--- src/zet_deco_pkg.sv ---
package zet_deco_pkg;

        localparam int REG_W   = 4;
        localparam int SEG_W   = 2;
        localparam int MICRO_W = 6;

        typedef logic [REG_W-1:0]   reg_code_t;
        typedef logic [SEG_W-1:0]   seg_code_t;
        typedef logic [MICRO_W-1:0] micro_code_t;

        localparam reg_code_t REG_BX   = 4'b0011;
        localparam reg_code_t REG_BP   = 4'b0101;
        localparam reg_code_t REG_SI   = 4'b0110;
        localparam reg_code_t REG_DI   = 4'b0111;
        localparam reg_code_t REG_NONE = 4'b1100; // no base or index

        localparam seg_code_t SEG_SS = 2'd2;
        localparam seg_code_t SEG_DS = 2'd3;

        typedef enum logic [3:0] {
                CL_INV, CL_ALU_RM, CL_ALU_MR, CL_ALU_IA,
                CL_INC, CL_DEC, CL_PUSH, CL_POP,
                CL_JCC, CL_MOV_RM, CL_MOV_IR, CL_GRP3,
                CL_MOVS, CL_STOS
        } op_class_t;

        // modrm_reg side follows the d bit, modrm_rm is the rm field as is
        typedef enum logic [1:0] {
                SEL_ZERO, SEL_MODRM_REG, SEL_MODRM_RM, SEL_OP_REG
        } reg_sel_t;

        localparam micro_code_t INVOP  = 6'd0;
        localparam micro_code_t LOGRRB = 6'd1;
        localparam micro_code_t LOGRRW = 6'd2;
        localparam micro_code_t LOGRMB = 6'd3;
        localparam micro_code_t LOGRMW = 6'd4;
        localparam micro_code_t LOGMRB = 6'd5;
        localparam micro_code_t LOGMRW = 6'd6;
        localparam micro_code_t LOGIRB = 6'd7;
        localparam micro_code_t LOGIRW = 6'd8;
        localparam micro_code_t INCRW  = 6'd9;
        localparam micro_code_t DECRW  = 6'd10;
        localparam micro_code_t PUSHR  = 6'd11;
        localparam micro_code_t POPR   = 6'd12;
        localparam micro_code_t JCC    = 6'd13;
        localparam micro_code_t MOVRRB = 6'd14;
        localparam micro_code_t MOVRRW = 6'd15;
        localparam micro_code_t MOVRMB = 6'd16;
        localparam micro_code_t MOVRMW = 6'd17;
        localparam micro_code_t MOVMRB = 6'd18;
        localparam micro_code_t MOVMRW = 6'd19;
        localparam micro_code_t MOVIRB = 6'd20;
        localparam micro_code_t MOVIRW = 6'd21;
        localparam micro_code_t TSTIRB = 6'd22;
        localparam micro_code_t TSTIRW = 6'd23;
        localparam micro_code_t TSTIMB = 6'd24;
        localparam micro_code_t TSTIMW = 6'd25;
        localparam micro_code_t NOTRB  = 6'd26;
        localparam micro_code_t NOTRW  = 6'd27;
        localparam micro_code_t NOTMB  = 6'd28;
        localparam micro_code_t NOTMW  = 6'd29;
        localparam micro_code_t NEGRB  = 6'd30;
        localparam micro_code_t NEGRW  = 6'd31;
        localparam micro_code_t NEGMB  = 6'd32;
        localparam micro_code_t NEGMW  = 6'd33;
        localparam micro_code_t MOVSB  = 6'd34;
        localparam micro_code_t MOVSW  = 6'd35;
        localparam micro_code_t MOVSBR = 6'd36;
        localparam micro_code_t MOVSWR = 6'd37;
        localparam micro_code_t STOSB  = 6'd38;
        localparam micro_code_t STOSW  = 6'd39;
        localparam micro_code_t STOSBR = 6'd40;
        localparam micro_code_t STOSWR = 6'd41;

endpackage

--- src/zet_opcode_class.sv ---
module zet_opcode_class
        import zet_deco_pkg::*;
(
        input  logic      clk,
        input  logic      rst_n,
        input  logic      op_valid,
        input  logic [7:0] op,
        input  logic [2:0] modrm_reg,
        input  logic      reg_mode,
        input  logic      need_off_mod,
        input  logic      off_size_mod,
        output op_class_t op_class,
        output logic      byte_op,
        output reg_sel_t  src_sel,
        output reg_sel_t  dst_sel,
        output logic      load,
        output logic      deco_valid,
        output logic      need_modrm,
        output logic      need_off,
        output logic      need_imm,
        output logic      imm_size,
        output logic      off_size
);

        logic need_modrm_d;
        logic need_off_d;
        logic need_imm_d;
        logic imm_size_d;

        always_comb
        begin
                casez (op)
                8'b00??_?00?: op_class = CL_ALU_RM;
                8'b00??_?01?: op_class = CL_ALU_MR;
                8'b00??_?10?: op_class = CL_ALU_IA; // imm to al/ax
                8'b0100_0???: op_class = CL_INC;
                8'b0100_1???: op_class = CL_DEC;
                8'b0101_0???: op_class = CL_PUSH;
                8'b0101_1???: op_class = CL_POP;
                8'b0111_????: op_class = CL_JCC;
                8'b1000_10??: op_class = CL_MOV_RM;
                8'b1011_????: op_class = CL_MOV_IR;
                8'b1111_011?: op_class = CL_GRP3;
                8'b1010_010?: op_class = CL_MOVS;
                8'b1010_101?: op_class = CL_STOS;
                default:      op_class = CL_INV;
                endcase
        end

        always_comb
        begin
                src_sel      = SEL_ZERO;
                dst_sel      = SEL_ZERO;
                need_modrm_d = 1'b0;
                need_off_d   = 1'b0;
                need_imm_d   = 1'b0;
                imm_size_d   = 1'b0;
                case (op_class)
                CL_ALU_RM, CL_ALU_MR:
                begin
                        src_sel      = SEL_MODRM_REG;
                        dst_sel      = SEL_MODRM_REG;
                        need_modrm_d = 1'b1;
                        need_off_d   = need_off_mod;
                end
                CL_ALU_IA:
                begin
                        need_imm_d = 1'b1;
                        imm_size_d = op[0];
                end
                CL_INC, CL_DEC, CL_PUSH: src_sel = SEL_OP_REG;
                CL_POP:                  dst_sel = SEL_OP_REG;
                CL_JCC:
                begin
                        src_sel    = SEL_OP_REG; // condition code
                        need_imm_d = 1'b1;
                end
                CL_MOV_RM:
                begin
                        need_modrm_d = 1'b1;
                        need_off_d   = need_off_mod & ~reg_mode;
                        if (reg_mode || !op[1])
                                src_sel = SEL_MODRM_REG;
                        if (reg_mode || op[1])
                                dst_sel = SEL_MODRM_REG; // memory side stays zero
                end
                CL_MOV_IR:
                begin
                        dst_sel    = SEL_OP_REG;
                        need_imm_d = 1'b1;
                        imm_size_d = op[3];
                end
                CL_GRP3:
                begin
                        src_sel      = SEL_MODRM_RM;
                        dst_sel      = SEL_MODRM_RM;
                        need_modrm_d = 1'b1;
                        need_off_d   = need_off_mod;
                        need_imm_d   = (modrm_reg == 3'b000); // test only
                        imm_size_d   = need_imm_d & op[0];
                end
                default: ;
                endcase
        end

        assign byte_op = (op_class == CL_MOV_IR) ? ~op[3] : ~op[0];
        assign load    = op_valid;

        always_ff @(posedge clk)
        begin
                if (!rst_n)
                begin
                        deco_valid <= 1'b0;
                        need_modrm <= 1'b0;
                        need_off   <= 1'b0;
                        need_imm   <= 1'b0;
                        imm_size   <= 1'b0;
                        off_size   <= 1'b0;
                end
                else
                begin
                        deco_valid <= op_valid;
                        if (op_valid)
                        begin
                                need_modrm <= need_modrm_d;
                                need_off   <= need_off_d;
                                need_imm   <= need_imm_d;
                                imm_size   <= imm_size_d;
                                off_size   <= need_off_d & off_size_mod;
                        end
                end
        end

endmodule

--- src/zet_modrm_fields.sv ---
module zet_modrm_fields
        import zet_deco_pkg::*;
(
        input  logic       clk,
        input  logic       rst_n,
        input  logic       load,
        input  logic [7:0] modrm,
        input  logic [2:0] op_low,
        input  logic       d_bit,
        input  reg_sel_t   src_sel,
        input  reg_sel_t   dst_sel,
        output logic [2:0] modrm_reg,
        output logic [2:0] rm,
        output logic [1:0] mod,
        output logic       reg_mode,
        output reg_code_t  src,
        output reg_code_t  dst
);

        logic [2:0] src_m;
        logic [2:0] dst_m;

        function automatic reg_code_t pick(input reg_sel_t sel, input logic [2:0] side,
                                           input logic [2:0] rm_f, input logic [2:0] op_f);
                case (sel)
                SEL_MODRM_REG: return {1'b0, side};
                SEL_MODRM_RM:  return {1'b0, rm_f};
                SEL_OP_REG:    return {1'b0, op_f};
                default:       return 4'b0000;
                endcase
        endfunction

        assign mod       = modrm[7:6];
        assign modrm_reg = modrm[5:3];
        assign rm        = modrm[2:0];
        assign reg_mode  = (mod == 2'b11);

        assign src_m = d_bit ? rm : modrm_reg; // d set, reg is the destination
        assign dst_m = d_bit ? modrm_reg : rm;

        always_ff @(posedge clk)
        begin
                if (!rst_n)
                begin
                        src <= 4'b0000;
                        dst <= 4'b0000;
                end
                else if (load)
                begin
                        src <= pick(src_sel, src_m, rm, op_low);
                        dst <= pick(dst_sel, dst_m, rm, op_low);
                end
        end

endmodule

--- src/zet_memory_regs.sv ---
module zet_memory_regs
        import zet_deco_pkg::*;
(
        input  logic       clk,
        input  logic       rst_n,
        input  logic       load,
        input  logic [2:0] rm,
        input  logic [1:0] mod,
        input  logic [2:0] sovr_pr,
        output reg_code_t  base,
        output reg_code_t  index,
        output seg_code_t  seg,
        output logic       need_off_mod,
        output logic       off_size_mod
);

        logic      direct;
        reg_code_t base_d;
        reg_code_t index_d;
        seg_code_t seg_d;

        assign direct = (rm == 3'd6) && (mod == 2'b00); // 16-bit direct address

        always_comb
        begin
                case (rm)
                3'd2, 3'd3: base_d = REG_BP;
                3'd4:       base_d = REG_SI;
                3'd5:       base_d = REG_DI;
                3'd6:       base_d = direct ? REG_NONE : REG_BP;
                default:    base_d = REG_BX;
                endcase

                case (rm)
                3'd0, 3'd2: index_d = REG_SI;
                3'd1, 3'd3: index_d = REG_DI;
                default:    index_d = REG_NONE;
                endcase
        end

        assign seg_d = (base_d == REG_BP) ? SEG_SS : SEG_DS; // bp based defaults to ss

        assign need_off_mod = direct | ^mod;
        assign off_size_mod = direct | mod[1];

        always_ff @(posedge clk)
        begin
                if (!rst_n)
                begin
                        base  <= REG_NONE;
                        index <= REG_NONE;
                        seg   <= SEG_DS;
                end
                else if (load)
                begin
                        base  <= base_d;
                        index <= index_d;
                        seg   <= sovr_pr[2] ? sovr_pr[1:0] : seg_d; // override wins
                end
        end

endmodule

--- src/zet_seq_addr_sel.sv ---
module zet_seq_addr_sel
        import zet_deco_pkg::*;
#(
        parameter int micro_addr_width = 8
)
(
        input  logic                        clk,
        input  logic                        rst_n,
        input  logic                        load,
        input  op_class_t                   op_class,
        input  logic                        byte_op,
        input  logic                        reg_mode,
        input  logic                        rep,
        input  logic [2:0]                  modrm_reg,
        input  logic                        d_bit,
        output logic [micro_addr_width-1:0] seq_addr
);

        micro_code_t addr_d;

        // register or memory form, then byte or word
        function automatic micro_code_t form(input logic reg_f, input logic byte_f,
                                             input micro_code_t rb, input micro_code_t rw,
                                             input micro_code_t mb, input micro_code_t mw);
                if (reg_f)
                        return byte_f ? rb : rw;
                return byte_f ? mb : mw;
        endfunction

        always_comb
        begin
                case (op_class)
                CL_ALU_RM: addr_d = form(reg_mode, byte_op, LOGRRB, LOGRRW, LOGRMB, LOGRMW);
                CL_ALU_MR: addr_d = form(reg_mode, byte_op, LOGRRB, LOGRRW, LOGMRB, LOGMRW);
                CL_ALU_IA: addr_d = byte_op ? LOGIRB : LOGIRW;
                CL_INC:    addr_d = INCRW;
                CL_DEC:    addr_d = DECRW;
                CL_PUSH:   addr_d = PUSHR;
                CL_POP:    addr_d = POPR;
                CL_JCC:    addr_d = JCC;
                CL_MOV_RM: addr_d = form(reg_mode, byte_op, MOVRRB, MOVRRW,
                                         d_bit ? MOVMRB : MOVRMB,
                                         d_bit ? MOVMRW : MOVRMW);
                CL_MOV_IR: addr_d = byte_op ? MOVIRB : MOVIRW;
                CL_GRP3:
                begin
                        case (modrm_reg)
                        3'b000:  addr_d = form(reg_mode, byte_op, TSTIRB, TSTIRW,
                                               TSTIMB, TSTIMW);
                        3'b010:  addr_d = form(reg_mode, byte_op, NOTRB, NOTRW,
                                               NOTMB, NOTMW);
                        3'b011:  addr_d = form(reg_mode, byte_op, NEGRB, NEGRW,
                                               NEGMB, NEGMW);
                        default: addr_d = INVOP; // mul, imul, div, idiv
                        endcase
                end
                CL_MOVS:   addr_d = rep ? (byte_op ? MOVSBR : MOVSWR)
                                        : (byte_op ? MOVSB : MOVSW);
                CL_STOS:   addr_d = rep ? (byte_op ? STOSBR : STOSWR)
                                        : (byte_op ? STOSB : STOSW);
                default:   addr_d = INVOP;
                endcase
        end

        always_ff @(posedge clk)
        begin
                if (!rst_n)
                        seq_addr <= micro_addr_width'(INVOP);
                else if (load)
                        seq_addr <= micro_addr_width'(addr_d); // zero extended
        end

endmodule

--- src/zet_opcode_deco.sv ---
module zet_opcode_deco
        import zet_deco_pkg::*;
#(
        parameter int micro_addr_width = 8
)
(
        input  logic                        clk,
        input  logic                        rst_n,
        input  logic                        op_valid,
        input  logic [7:0]                  op,
        input  logic [7:0]                  modrm,
        input  logic                        rep,
        input  logic [2:0]                  sovr_pr,
        output logic                        deco_valid,
        output logic [micro_addr_width-1:0] seq_addr,
        output logic                        need_modrm,
        output logic                        need_off,
        output logic                        need_imm,
        output logic                        off_size,
        output logic                        imm_size,
        output reg_code_t                   src,
        output reg_code_t                   dst,
        output reg_code_t                   base,
        output reg_code_t                   index,
        output seg_code_t                   seg
);

        op_class_t  op_class;
        reg_sel_t   src_sel;
        reg_sel_t   dst_sel;
        logic       byte_op;
        logic       load;
        logic       reg_mode;
        logic       need_off_mod;
        logic       off_size_mod;
        logic [2:0] modrm_reg;
        logic [2:0] rm;
        logic [1:0] mod;

        zet_opcode_class opcode_class_i (
                .clk          (clk),
                .rst_n        (rst_n),
                .op_valid     (op_valid),
                .op           (op),
                .modrm_reg    (modrm_reg),
                .reg_mode     (reg_mode),
                .need_off_mod (need_off_mod),
                .off_size_mod (off_size_mod),
                .op_class     (op_class),
                .byte_op      (byte_op),
                .src_sel      (src_sel),
                .dst_sel      (dst_sel),
                .load         (load),
                .deco_valid   (deco_valid),
                .need_modrm   (need_modrm),
                .need_off     (need_off),
                .need_imm     (need_imm),
                .imm_size     (imm_size),
                .off_size     (off_size)
        );

        zet_modrm_fields modrm_fields_i (
                .clk       (clk),
                .rst_n     (rst_n),
                .load      (load),
                .modrm     (modrm),
                .op_low    (op[2:0]),
                .d_bit     (op[1]),
                .src_sel   (src_sel),
                .dst_sel   (dst_sel),
                .modrm_reg (modrm_reg),
                .rm        (rm),
                .mod       (mod),
                .reg_mode  (reg_mode),
                .src       (src),
                .dst       (dst)
        );

        zet_memory_regs memory_regs_i (
                .clk          (clk),
                .rst_n        (rst_n),
                .load         (load),
                .rm           (rm),
                .mod          (mod),
                .sovr_pr      (sovr_pr),
                .base         (base),
                .index        (index),
                .seg          (seg),
                .need_off_mod (need_off_mod),
                .off_size_mod (off_size_mod)
        );

        zet_seq_addr_sel #(
                .micro_addr_width (micro_addr_width)
        ) seq_addr_sel_i (
                .clk       (clk),
                .rst_n     (rst_n),
                .load      (load),
                .op_class  (op_class),
                .byte_op   (byte_op),
                .reg_mode  (reg_mode),
                .rep       (rep),
                .modrm_reg (modrm_reg),
                .d_bit     (op[1]),
                .seq_addr  (seq_addr)
        );

endmodule

--- config.mk ---
export PLATFORM = sky130hd
export DESIGN_NAME = zet_opcode_deco
export DESIGN_NICKNAME = d
export VERILOG_FILES = /design/src/zet_deco_pkg.sv /design/src/zet_opcode_class.sv /design/src/zet_modrm_fields.sv /design/src/zet_memory_regs.sv /design/src/zet_seq_addr_sel.sv /design/src/zet_opcode_deco.sv
export SDC_FILE = /design/constraint.sdc
export NUM_CORES = 1
export LEC_CHECK = 0
export CAP_MARGIN = 20
export CORE_MARGIN = 1.5
export CORE_UTILIZATION = 25
export DETAILED_ROUTE_END_ITERATION = 12
export DONT_BUFFER_PORTS = 1
export PLACE_DENSITY = 0.45
export SYNTH_ARGS = -nofsm -noshare
export SYNTH_HDL_FRONTEND = slang
export SYNTH_SLANG_ARGS = --single-unit
--- constraint.sdc ---
create_clock -name clk -period 6.5 [get_ports clk]
set_clock_uncertainty 0.15 [all_clocks]
set_input_delay 0.325 -clock clk [delete_from_list [all_inputs] [get_ports clk]]
set_output_delay 0.325 -clock clk [all_outputs]
set_load 0.02 [all_outputs]
==> results of run 1 <==
## area by class of cell
| cell class | instances | area (um2) |
|---|---|---|
| fillers | 816 | 5350 |
| multi-input cells | 196 | 1230 |
| flip-flops and latches | 27 | 541 |
| well taps | 99 | 124 |
| clock buffers | 3 | 41.3 |
| repair buffers | 4 | 40.0 |
| inverters | 10 | 37.5 |
| clock inverters | 1 | 7.51 |
## worst max-delay path, stage by stage
cell and delay (ps):
and2_0 370, nand2_1 140, mux2i_1 260, inv_1 70, ha_1 180, nor2_1 90
a21oi_1 50, a221oi_1 310, nand3_1 120, a2111oi_0 410, nor2_1 80
## per-stage QoR
stage                     area (um2)  power, mW  utilization, %  hold slack [ps]  std cells
after detailed placement        1930      0.242            26.2              242        332
final                           2020      0.343            27.4             21.9        340
after global placement          1930      0.242            26.2              239        332
after global routing            2020      0.363            27.4             12.5        340
after CTS                       2010      0.348            27.2             1.12        339
after floorplan                 1940      0.247               -              283        261
## sequential cells by signal, summed over array words and instances (netlist names), 2 cells and up
register                 count
modrm_fields_i.dst           3
seq_addr_sel_i.seq_addr      6
modrm_fields_i.src           3
memory_regs_i.index          3
memory_regs_i.seg            2
memory_regs_i.base           4
## layer usage
| layer | track usage [%] | wire, um |
|---|---|---|
| met5 | 0 | 0 |
| met4 | 4.04 | 82 |
| met3 | 4.29 | 468 |
| met2 | 23.3 | 2780 |
| met1 | 19.5 | 2630 |
## logic make-up after synthesis
logic type	count (synthesis)
AO/OA/AOI/OAI	89
XOR/XNOR	4
adder cells (fa/ha/maj)	3
buffers and inverters	38
flip-flops	27
multiplexers	4
other	2
AND/OR/NAND/NOR	91
## cells in the mapped netlist (4+ instances only)
master,number,area (um2)
nand2b_1,5,31.3
a22o_1,7,61.3
nor3b_1,4,30.0
inv_1,10,37.5
a21oi_1,15,75.1
buf_2,7,35.0
nand3_1,4,20.0
buf_4,6,45.0
dfxtp_1,27,541
nor2_1,13,48.8
o21ai_0,28,140
nor2b_1,9,56.3
xnor2_1,4,35.0
clkbuf_1,13,48.8
nand2_1,34,128
## power by group through the flow
stage          Sequential, mW  Combinational [mW]  Clock, mW
2_1_floorplan           0.186              0.0601          0
3_3_place_gp            0.188              0.0543          0
3_5_place_dp            0.188              0.0537          0
4_1_cts                 0.184              0.0565      0.107
5_1_grt                 0.185              0.0650      0.113
6_report                0.184              0.0573      0.102
## worst max-delay path by stage
stage                                      end
floorplan           seq_addr_sel_i.seq_addr[2]
global placement    seq_addr_sel_i.seq_addr[2]
detailed placement  seq_addr_sel_i.seq_addr[2]
CTS                 seq_addr_sel_i.seq_addr[2]
global route        seq_addr_sel_i.seq_addr[2]
finish              seq_addr_sel_i.seq_addr[2]
==> flow_metrics.tcl, run 1 <==
set metrics [dict create \
    status "complete, no violations" \
    pre_cts_ws_ps 3860 \
    antenna_left 0 \
    drc_errors 0 \
    hold_path.class "in2reg" \
    worst_slew_pin_slew_ps 894 \
    reg2reg_slack_ps 4810 \
    switchingPower_mw 0.102 \
    path_clk_slew_ps 100 \
    clock_latency_ps 280 \
    cts_buffer_depth 2 \
    slew_viol_final 0 \
    grt_pass1_vias 1678 \
    dieArea_um2 8260 \
    nNetsFinal 268 \
    crit_type "in2reg" \
    critPathCaptureType "flop" \
    synth_compound_area_share_pct 31.0 \
    final_cell_mix "34 x nand2_1, 28 x o21ai_0, 27 x dfxtp_1, 15 x a21oi_1, 13 x nor2_1" \
    crit_required_ps 6510 \
    synth_top_family_by_area "compound AO/OA/AOI/OAI gates" \
    cp.arrival_ps 2420 \
    grt_max_degree 27 \
    swShare_pct 29.8 \
    cts.root.buffer_cell "clkbuf_8" \
    dp_hpwl_um 4290 \
    n_antenna_cell 0 \
    yosysUniqueCellTypes 60 \
    p_leak_nw 0.720 \
    muxShareOfSynthArea_pct 2.14 \
    dr.first_iter.drc_count 144 \
    asyncSetResetFlopFracSynth_pct 0 \
    via_count 1799 \
    cts_hold_buf 3 \
    routed_wl_um 5960 \
    p_per_area_nw_per_um2 170 \
    ys_seq_elements 27 \
    cts_tree "yes" \
    p_seq_share_pct 53.6 \
    synth-edff-count 0 \
    grt_first_pass_wirelength_um 9690 \
    synth-simple-area-share_pct 25.7 \
    die_x_um 90.9 \
    final-setup-viol-count 0 \
    viasPerCell 5.29 \
    io_buffers 0 \
    layout_commonest_cell "nand2_1" \
    grt_overflow 0 \
    dieHeight_um 90.9 \
    fp-row-count 31 \
    holdPathEnd "opcode_class_i.need_modrm" \
    grt_usage_pct 14.7 \
    whs_path_depth 2 \
    fmax_ghz 0.416 \
    worstSetupStartpointType "input port" \
    drive_gt1_share_pct 4.56 \
    synth_area_um2 1930 \
    num_io_pins 55 \
    crit_start "op[5]" \
    rsz0062_at_grt "no" \
    power.share.clock_pct 29.7 \
    fin_crit_sh_pct 37.0 \
    cts-buffers-inserted 3 \
    htree_levels 1 \
    timing.rr.start "seq_addr_sel_i.seq_addr[2]" \
    routedWlPerCell_um 17.5 \
    synth_cells 258 \
    syn_to_final_growth_pct 4.47 \
    grt_antenna_before_repair 0 \
    fin_ws_ps 4100 \
    slew_headroom_pct 40.0 \
    initial_core_util_pct 26.2 \
    core_um2 7370 \
    min_period_ps 2400 \
    syn_avg_cell_area_um2 7.48 \
    postCtsSetupRepairBufs 0 \
    synthAdderAreaFrac_pct 1.94 \
    hold_violations 0 \
    cap_violations 0 \
    tns_ps 0 \
    seq_area_frac_synth_pct 28.0 \
    synthXorXnorAreaFrac_pct 1.81 \
    ys_warn_count 0 \
    firstDrtPassIters 4 \
    hold_path_startpoint "rst_n" \
    cts.repair.resized 0 \
    rr_worst_depth 5 \
    comb_power_share_pct 16.7 \
    routabilityCongestion 0.834 \
    ir_worst_vdd_v 0.0000641 \
    synth_top_flop_cell "dfxtp_1" \
    p_int_mw 0.241 \
    clock-sinks 27 \
    worstReg2RegEnd "seq_addr_sel_i.seq_addr[2]" \
    critPathMaxFanout 9 \
]
No activity file was read; power rests on OpenSTA's default activity.
==> run 2, diff against run 1 <==
clock period = 2.43 ns   (was 6.5 ns; I/O delays follow)
==> flow_metrics.tcl, run 2 (synthesis results as in run 1) <==
set metrics [dict create \
    critPathCaptureType "flop" \
    final_util_pct 30.2 \
    crit_type "in2reg" \
    worstSetupStartpointType "input port" \
    dp_cells 336 \
    p_seq_share_pct 51.7 \
    place_area_um2 1960 \
    postCtsSetupRepairBufs 0 \
    grt_first_pass_wirelength_um 10000 \
    firstDrtPassIters 4 \
    hold_violations 0 \
    ir_worst_vdd_v 0.000180 \
    reg_top3 "seq_addr_sel_i.seq_addr x6, memory_regs_i.base x4" \
    routed_wl_um 6320 \
    fin_ws_ps 172 \
    antenna_left 0 \
    crit_required_ps 2440 \
    n_antenna_cell 0 \
    layout_commonest_cell "nand2_1" \
    cts-buffers-inserted 3 \
    comb_power_share_pct 20.4 \
    via_count 1877 \
    cts.repair.resized 0 \
    status "complete, no violations" \
    clock_latency_ps 280 \
    grt_max_degree 28 \
    power.share.clock_pct 28.0 \
    nNetsFinal 290 \
    grt_overflow 0 \
    fp-row-count 31 \
    design_area_um2 2230 \
    p_leak_nw 0.813 \
    holdWs_ps 2.57 \
    drive_gt1_share_pct 5.70 \
    routedWlPerCell_um 17.5 \
    dr.first_iter.drc_count 120 \
    min_period_ps 2260 \
    htree_levels 1 \
    slew_headroom_pct 39.0 \
    hold_path.class "in2reg" \
    drc_errors 0 \
    top_register "seq_addr_sel_i.seq_addr" \
    p_int_mw 0.666 \
    reg2reg_slack_ps 720 \
    critPathMaxFanout 27 \
    routabilityCongestion 0.828 \
    largest_register_ffs 6 \
    swShare_pct 30.1 \
    pre_cts_ws_ps 68.6 \
    p_per_area_nw_per_um2 428 \
    viasPerCell 5.19 \
    grt_antenna_before_repair 0 \
    path_clk_slew_ps 100 \
    finalNonFillerCells 362 \
    die_x_um 90.9 \
    num_io_pins 55 \
    dieArea_um2 8260 \
    final-setup-viol-count 0 \
    clock-sinks 27 \
    slew_viol_final 0 \
    cts_tree "yes" \
    cap_violations 0 \
    fin_crit_sh_pct 92.9 \
    io_buffers 0 \
    core_um2 7370 \
    worst_slew_pin_slew_ps 912 \
    switchingPower_mw 0.287 \
    rsz0062_at_grt "no" \
    cts_buffer_depth 2 \
    grt_pass1_vias 1830 \
    cts.root.buffer_cell "clkbuf_8" \
    fmax_ghz 0.443 \
    initial_core_util_pct 26.2 \
    final_cell_mix "34 x nand2_1, 28 x o21ai_0, 27 x dfxtp_1, 22 x dlygate4sd3_1, 15 x a21oi_1" \
    grt_usage_pct 15.2 \
    tns_ps 0 \
    cp.arrival_ps 2270 \
    total_power_mw 0.953 \
    dp_hpwl_um 4360 \
    nFillCells 839 \
    dieHeight_um 90.9 \
    syn_to_final_growth_pct 15.4 \
]
-- run 2: cell count changes in the layout (fill, tap and decap cells not counted) --
| cell | before | now |
|---|---|---|
| dlygate4sd3_1 | 4 | 22 |
| buf_4 | 0 | 4 |
-- run 2: critical path, cell delays in order --
cell and delay, ps:
dlygate4sd3_1 1130, nor2b_1 150, a221oi_1 250, nand3_1 100, a2111oi_0 410, nor2_1 90
-- run 2: area by class of cell --
| cell class | instances | area [um2] | area share, % |
|---|---|---|---|
| clock inverter | 1 | 7.51 | 0.337 |
| inverter | 10 | 37.5 | 1.69 |
| clock buffer | 3 | 41.3 | 1.85 |
| multi-input combinational | 196 | 1230 | 55.1 |
| timing repair buffer | 26 | 250 | 11.2 |
| sequential | 27 | 541 | 24.3 |
| tap | 99 | 124 | 5.56 |
-- run 2: timing repair --
action	CTS	global route
hold endpoints to repair	26	0
hold buffers	22	0
endpoints found under the setup margin	0	0
-- run 2: final timing paths --
| kind | depth (start not counted) | end | start |
|---|---|---|---|
| setup reg to reg | 5 | seq_addr_sel_i.seq_addr[2] | seq_addr_sel_i.seq_addr[2] |
| hold reg to reg | 2 | memory_regs_i.index[3] | memory_regs_i.index[3] |
| setup / recovery | 6 | seq_addr_sel_i.seq_addr[2] | op_valid |
| hold / removal | 4 | seq_addr_sel_i.seq_addr[5] | modrm[4] |
-- run 2: routing by layer --
metal | vias to the layer above | wire length, um | share of wire [%] | global-route usage (%)
met5 | - | 0 | 0 | 0
met4 | 0 | 91 | 1.4 | 4.43
met3 | 6 | 337 | 5.3 | 3.87
met2 | 40 | 3050 | 48 | 25.6
met1 | 903 | 2830 | 45 | 19.1
li1 | 928 | - | - | -
-- run 2: power groups by stage --
| stage | clock network [mW] | logic, mW | registers (mW) |
|---|---|---|---|
| 6_report | 0.266 | 0.194 | 0.492 |
| 2_1_floorplan | 0 | 0.161 | 0.499 |
| 4_1_cts | 0.285 | 0.193 | 0.493 |
| 5_1_grt | 0.298 | 0.215 | 0.495 |
| 3_5_place_dp | 0 | 0.147 | 0.503 |
| 3_3_place_gp | 0 | 0.148 | 0.503 |
